$ cat src/lk_pkg.sv
package lk_pkg;

	////////////////////
	// frame geometry
	localparam int H_PIXELS = 16;	// active pixels per line
	localparam int WIN = 5;			// window is WIN x WIN

	////////////////////
	// datapath widths
	localparam int LUMA_W = 8;
	localparam int GRAD_W = 9;		// signed difference of two luma values
	localparam int PROD_W = 18;		// gradient times gradient
	localparam int SUM_W = 22;		// holds 25 full scale products

	////////////////////
	// result queue and credits
	localparam int QUEUE_DEPTH = 128;
	localparam int QUEUE_AW = $clog2(QUEUE_DEPTH);
	localparam int CREDITS_MAX = 8;	// sender starts with this many
	localparam int CREDIT_W = $clog2(CREDITS_MAX + 1);

	// one pixel worth of gradients
	typedef struct packed
	{
		logic signed	[GRAD_W-1:0]	ix;
		logic signed	[GRAD_W-1:0]	iy;
		logic signed	[GRAD_W-1:0]	it;
	} grad_t;

	// structure tensor sums over the window
	typedef struct packed
	{
		logic signed	[SUM_W-1:0]		ixix;
		logic signed	[SUM_W-1:0]		ixiy;
		logic signed	[SUM_W-1:0]		iyiy;
		logic signed	[SUM_W-1:0]		ixit;
		logic signed	[SUM_W-1:0]		iyit;
	} result_t;

endpackage

$ cat src/lk_gradient.sv
module lk_gradient import lk_pkg::*;
(
	input	logic					RGB565_PCLK,
	input	logic					sys_rst_n,
	input	logic					frame_valid,
	input	logic					line_valid,
	input	logic					pix_valid,
	input	logic	[LUMA_W-1:0]	y_curr,
	input	logic	[LUMA_W-1:0]	y_prev,
	output	grad_t					grad,
	output	logic					grad_valid,
	output	logic					grad_line_valid
);
	logic	[LUMA_W-1:0]	y_left;		// left neighbour in the same line
	logic	[LUMA_W-1:0]	y_above;	// same column, one line up

	// unsigned luma to signed difference
	function automatic logic signed [GRAD_W-1:0] diff(
		input logic [LUMA_W-1:0] a,
		input logic [LUMA_W-1:0] b
	);
		return $signed(GRAD_W'(a)) - $signed(GRAD_W'(b));
	endfunction

	lk_line_delay #(
		.payload_t	(logic [LUMA_W-1:0]),
		.DEPTH		(H_PIXELS)
	) u_luma_line (
		.RGB565_PCLK	(RGB565_PCLK),
		.sys_rst_n		(sys_rst_n),
		.clear			(!frame_valid),	// row above the first line reads 0
		.shift_en		(pix_valid),
		.din			(y_curr),
		.dout			(y_above)
	);

	// zero between lines so the first pixel sees 0 on its left
	always_ff @(posedge RGB565_PCLK)
	begin
		if (!sys_rst_n || !line_valid)
			y_left <= '0;
		else if (pix_valid)
			y_left <= y_curr;
	end

	////////////////////
	// stage 1
	always_ff @(posedge RGB565_PCLK)
	begin
		if (pix_valid)
		begin
			grad.ix <= diff(y_curr, y_left);
			grad.iy <= diff(y_curr, y_above);
			grad.it <= diff(y_curr, y_prev);	// temporal
		end
	end

	always_ff @(posedge RGB565_PCLK)
	begin
		if (!sys_rst_n)
		begin
			grad_valid <= 1'b0;
			grad_line_valid <= 1'b0;
		end
		else
		begin
			grad_valid <= pix_valid;
			grad_line_valid <= line_valid;
		end
	end

endmodule

$ cat src/lk_line_delay.sv
module lk_line_delay import lk_pkg::*;
#(
	parameter type	payload_t	= logic [LUMA_W-1:0],
	parameter int	DEPTH		= H_PIXELS
)
(
	input	logic		RGB565_PCLK,
	input	logic		sys_rst_n,
	input	logic		clear,
	input	logic		shift_en,
	input	payload_t	din,
	output	payload_t	dout
);
	// taps[0] newest, taps[DEPTH-1] written one line ago
	payload_t	taps [DEPTH];

	always_ff @(posedge RGB565_PCLK)
	begin
		if (!sys_rst_n || clear)
		begin
			for (int i = 0; i < DEPTH; i++)
				taps[i] <= '0;
		end
		else if (shift_en)	// only valid pixels advance the line
		begin
			taps[0] <= din;
			for (int i = 1; i < DEPTH; i++)
				taps[i] <= taps[i-1];
		end
	end

	// read straight from storage, no output register
	assign dout = taps[DEPTH-1];

endmodule

$ cat config.mk
export PLATFORM = sky130hd
export DESIGN_NAME = lk_gradient
export DESIGN_NICKNAME = d
export VERILOG_FILES = /design/src/lk_pkg.sv /design/src/lk_gradient.sv /design/src/lk_line_delay.sv
export SDC_FILE = /design/constraint.sdc
export NUM_CORES = 1
export LEC_CHECK = 0
export BUFFER_PORTS_ARGS = -buffer_cell sky130_fd_sc_hd__buf_2
export CAP_MARGIN = 20
export CORE_ASPECT_RATIO = 0.6
export CORE_MARGIN = 10
export CORE_UTILIZATION = 60
export CTS_CLUSTER_SIZE = 12
export DETAILED_ROUTE_END_ITERATION = 6
export GPL_TIMING_DRIVEN = 0
export HOLD_SLACK_MARGIN = 0.06
export PLACE_DENSITY = 0.82
export SYNTH_ARGS = -nofsm -noshare
export SYNTH_HDL_FRONTEND = slang
export SYNTH_HIERARCHICAL = 1
export SYNTH_SLANG_ARGS = --single-unit
$ cat constraint.sdc
create_clock -name RGB565_PCLK -period 7 [get_ports RGB565_PCLK]
set_input_delay 0.35 -clock RGB565_PCLK [delete_from_list [all_inputs] [get_ports RGB565_PCLK]]
set_output_delay 0.35 -clock RGB565_PCLK [all_outputs]
set_load 0.02 [all_outputs]
After elaboration in Yosys (flattened, before gate mapping)
Memory sizes are Yosys's and may differ from the RTL's.
Cells that the tools add are included.
{"block": "classes", "bitwise_logic": 16, "div_mod_pow": 0, "eq_ne": 0, "n_shift": 0, "n_reduce_logical": 5, "addsub": 3, "n_mux": 21, "n_mul": 0, "magnitude_cmp": 0}
{"op": "2-to-1 mux 8 bit", "n": 16}
{"op": "subtractor 8 x 8 -> 9 bit", "n": 3}
{"op": "bitwise OR 1 bit", "n": 16}
{"op": "2-to-1 mux 1 bit", "n": 5}
{"op": "logical NOT 1 bit", "n": 3}
{"op": "logical OR 1 bit", "n": 2}
{"block": "word_totals", "out_inout_bits": 29, "ram_bits": 128, "ff_bits": 37, "mem_count": 1, "latchBits": 0, "elab_cells": 52, "romBits": 0}
{"name": "u_luma_line.taps", "depth": 16, "word_bits": 8, "read_ports": 16, "rd_clocked_by_memory_dff": 0, "wr": 16, "line_no": "lk_line_delay.sv:15", "rtl": "payload_t taps [DEPTH];"}

Depth between registers and ports, before layout
{"block": "logic_depth", "ltp_word": 5, "depth_mapped": 8}

Cells and area by module
Netlist, hierarchy kept.
{"mod": "lk_line_delay", "area_each_um2": 5392.7, "n_inst": 1, "seq_area_each_um2": 3843.7, "cells_per_inst": 302}
{"mod": "lk_gradient", "area_each_um2": 2213.4, "n_inst": 1, "seq_area_each_um2": 1011.0, "cells_per_inst": 198}

Worst setup path before layout
No wires, ideal clock.
{"block": "synth_timing", "path_type": "input to register", "from": "in frame_valid", "to": "mem u_luma_line/taps[0][0] in the netlist's numbering, enable pin", "path_buffers": 1, "arrival_ns": 3.334, "path_slack_ns": 3.171, "path_stages": 3, "setup_ns": 0.494, "cell_sequence": "inv_1 > buf_4 > or3b_1"}
{"item": "start, declared", "line_no": "lk_gradient.sv:5", "rtl": "input logic frame_valid,"}
{"item": "end, declared", "line_no": "lk_line_delay.sv:15"}

==> impl_metrics.csv <==
group,metric,value,unit
pwr,share_comb_of_total_power,9.9,%
drt,final_antenna_net_count,0,
timing,finalHoldViolations,0,
global_route,track_usage,16.94,%
synthesis,synth-edff-count,155,
synthesis,share_of_synthesized_registers_carrying_an_async_set_or_reset,0,%
clock_network,clock_path_buffers,2,
worst_setup_path,timing.rr.start,"u_luma_line/taps[0][120]",
synthesis,fraction_of_the_yosys_area_taken_by_sequential_cells,63.83,%
synthesis,synth-adder-area-share,4.738,%
timing,fin_worst_hold_slack,0.1996,ns
drt,drc,0,
drt,routed_wirelength,14390,um
timing,period_minus_slack,2.225,ns
timing,tightestPinTransition,0.6843,ns
finish,nNetsFinal,618,
clock_network,cts_hold_buf,0,
worst_setup_path,crit_required,7.10,ns
floorplan,ports,50,
synthesis,synthFlopType,"edfxtp_1",
pwr,p_per_area,268.2,nW/um2
worst_setup_path,timing_worst_setup_path_type,"primary input to flop",
run_status,run_status,"completed",
global_route,grt_antenna_before_repair,0,
timing,finalCritPeriodShare,31.79,%
synthesis,yosysTopAreaCell,"edfxtp_1",
pwr,totalPowerFinal,2.334,mW
worst_setup_path,last_element_of_the_critical_path,"u_luma_line/taps[0][68]",
worst_setup_path,setup.reg_to_reg.worst_slack,4.83,ns
worst_hold_path,hp-class,"primary input to flop",
timing,fmax,449.4,MHz
worst_setup_path,crit_arrival,2.32,ns
pwr,clkPwrFrac,40.6,%
synthesis,yosysWarningCount,6,
clock_network,cts-buffers-inserted,17,
pwr,net-switching-power,0.5378,mW
pwr,worst_ir_drop_vdd,0.1860,mV
clock_network,htree_num_levels,4,
synthesis,post_synth_and_or_nand_nor_area_fraction,19.11,%
worst_setup_path,crit_path_start,"pix_valid",
pwr,internal_power,1.797,mW
timing,finalMaxSlewViolations,0,
clock_network,number_of_gates_resized_after_cts,0,
timing,report.final.setup_viol,0,
worst_setup_path,rr_endpoint,"grad[17]",
synthesis,synth_cell_type_count,32,
synthesis,ys_ff_latch,165,
timing,timing.clock.skew,0.01032,ns
floorplan,floorplan.initialDensity,62.25,%
worst_setup_path,setup.worst_path.end_class,"flop",
worst_setup_path,cp_max_fo,46,
timing,worst_slack,4.775,ns
drt,detail_route.vias_per_cell,5.774,
clock_network,cts.sinks,165,
floorplan,dieArea,17730,um2
finish,syn2layout_area_growth,14.44,%
drt,drt_first_pass_iters,5,
synthesis,synth_compound_gate_area_share,3.948,%
place,place.port_buffers,49,
finish,layout.filler_cells,781,
floorplan,floorplan.core_area,12220,um2
timing,relSlewSlack,54.38,%
finish,layout-drive-gt1-share,24.01,%
worst_hold_path,hold_path_depth,2,
worst_setup_path,setup.worst_path.start_class,"primary input",
synthesis,synthXorXnorAreaFrac,1.382,%
global_route,overflow,0,
synthesis,post_synth_inst_count,500,
finish,antenna_cell_count,0,
timing,rsz0062_at_grt,"false",
synthesis,post-synth-top-area-fraction,61.19,%
pwr,share_seq_of_total_power,49.5,%
finish,area_of_all_placed_cells_without_fillers,8705,um2
place,dpl.hpwl,9702,um
synthesis,avgSynthCellArea,15.21,um2
synthesis,synth_top_family_by_area,"simple AND/OR/NAND/NOR gates",
place,place.gp.congestion,0.8242,
clock_network,cts_tree,"built",
global_route,grt_pass1_vias,4253,
pwr,sw_frac_of_total,23.04,%
floorplan,die_y,107.2,um
place,placedInstanceArea,8100,um2
job,cap_violations,0,
floorplan,floorplan.die.width,165.4,um
place,detailedPlace.worstSlack,4.329,ns
global_route,maximum_number_of_pins_on_one_net_before_global_route_repair,47,
synthesis,ys_top_cells_by_area,"edfxtp_1 61%, and4b_1 11%, and3b_1 5.5%, ha_1 3.9%, dfxtp_1 2.6%",
clock_network,clk_transition_reported_paths,0.07,ns
timing,setup_total_negative_slack,0,ns
worst_setup_path,ff2ff_path_depth,8,
clock_network,worst_skew_pair.late_latency,0.42,ns
global_route,wire_length_of_the_first_global_routing_pass,23120,um
synthesis,post_synth_instance_area,7606,um2
clock_network,clock-root-buffer,"clkbuf_16",
floorplan,placement_rows,31,
pwr,total_leakage_power,3.980,nW
drt,dr.first_iter.drc_count,401,
drt,detailroute.via_count,4319,
clock_network,postCtsSetupRepairBufs,0,
drt,routed_wire_length_per_instance,19.24,um
synthesis,post_synth_mux_area_share,1.053,%
synthesis,total_nets_after_synthesis,548,
==> area by class of cell <==
type,instances,area (um2),share of cell area (%)
Multi-Input combinational cell,255,2302,26.45
Sequential cell,165,4855,55.77
Buffer,46,324.1,3.723
Clock inverter,15,178.9,2.055
Timing Repair Buffer,51,285.3,3.277
Clock buffer,17,425.4,4.887
Inverter,34,127.6,1.466
Tap cell,165,206.4,2.372
==> worst max-delay path, cell delays in order <==
cell    delay, ns
buf_2        0.53
buf_4        0.28
or3b_4       0.50
buf_12       0.33
buf_12       0.29
==> cells in the final DEF, fill, tap and decap left out, types with 4 or more instances in the layout <==
master     synthesis  final
nor2_1            23     23
xnor2_1           12     12
buf_6             11     11
and4b_1           80     80
and3b_1           48     48
buf_2             18     67
edfxtp_1         155    155
clkbuf_16          0     17
ha_1              24     24
mux2i_1            8      8
nand2_1            4      4
o21a_1             9      9
clkbuf_1           4      4
nor2b_4            6      6
buf_4             12     12
inv_1             34     34
dfxtp_1           10     10
==> routing by layer <==
layer | track usage [%] | vias to the layer above | share of wire [%] | wire [um]
met3 | 4.125 | 13 | 6.2 | 894
met5 | 0 | - | 0 | 0
met4 | 6.242 | 0 | 1.1 | 155
li1 | - | 2057 | - | -
met2 | 24.21 | 87 | 45 | 6529
met1 | 24.57 | 2162 | 47 | 6815
==> stage by stage <==
step | utilization [%] | cells
after floorplan | - | 500
after global placement | 65.95 | 714
after detailed placement | 66.30 | 716
after CTS | 71.24 | 748
after global routing | 71.24 | 748
final | 71.24 | 748
==> worst min-delay path by stage <==
stage | endpoint | from | slack, ns
CTS | grad_valid | sys_rst_n | 0.19
detailed placement | y_left[5] | y_left[5] | 0.49
floorplan | y_left[2] | y_left[2] | 0.46
global placement | y_left[2] | y_left[2] | 0.48
finish | grad_valid | sys_rst_n | 0.20
global route | grad_valid | sys_rst_n | 0.19
==> synthesized netlist by cell type, drive strengths merged, types with 4 or more instances <==
cell type / instances
a21boi: 6
a21oi: 6
and3b: 48
and4b: 80
buf: 41
clkbuf: 5
dfxtp: 10
edfxtp: 155
ha: 24
inv: 34
mux2i: 8
nand2: 4
nor2: 23
nor2b: 6
o21a: 9
o21ai: 6
xnor2: 12
==> power groups by stage <==
stage | sequential, mW | combinational, mW | clock (mW)
after floorplan | 1.20 | 0.131 | 0
after global placement | 1.18 | 0.215 | 0
after detailed placement | 1.18 | 0.227 | 0
after CTS | 1.16 | 0.231 | 0.963
after global routing | 1.16 | 0.250 | 1.01
final | 1.16 | 0.230 | 0.949
==> flip-flops by register name, summed over array words and instances, names as in the netlist <==
| signal | flops |
|---|---|
| grad | 27 |
| grad_line_valid | 1 |
| grad_valid | 1 |
| u_luma_line/taps | 128 |
| y_left | 8 |
==> kinds of logic (layout without fill, tap and decap cells) <==
logic type / count (synthesis) / count (layout)
flops: 165 / 165
fa+ha+maj: 27 / 27
compound gates: 39 / 39
xor+xnor: 12 / 12
mux: 8 / 8
simple gates: 169 / 169
buf+inv: 80 / 163
No activity file was read; power rests on OpenSTA's default activity.
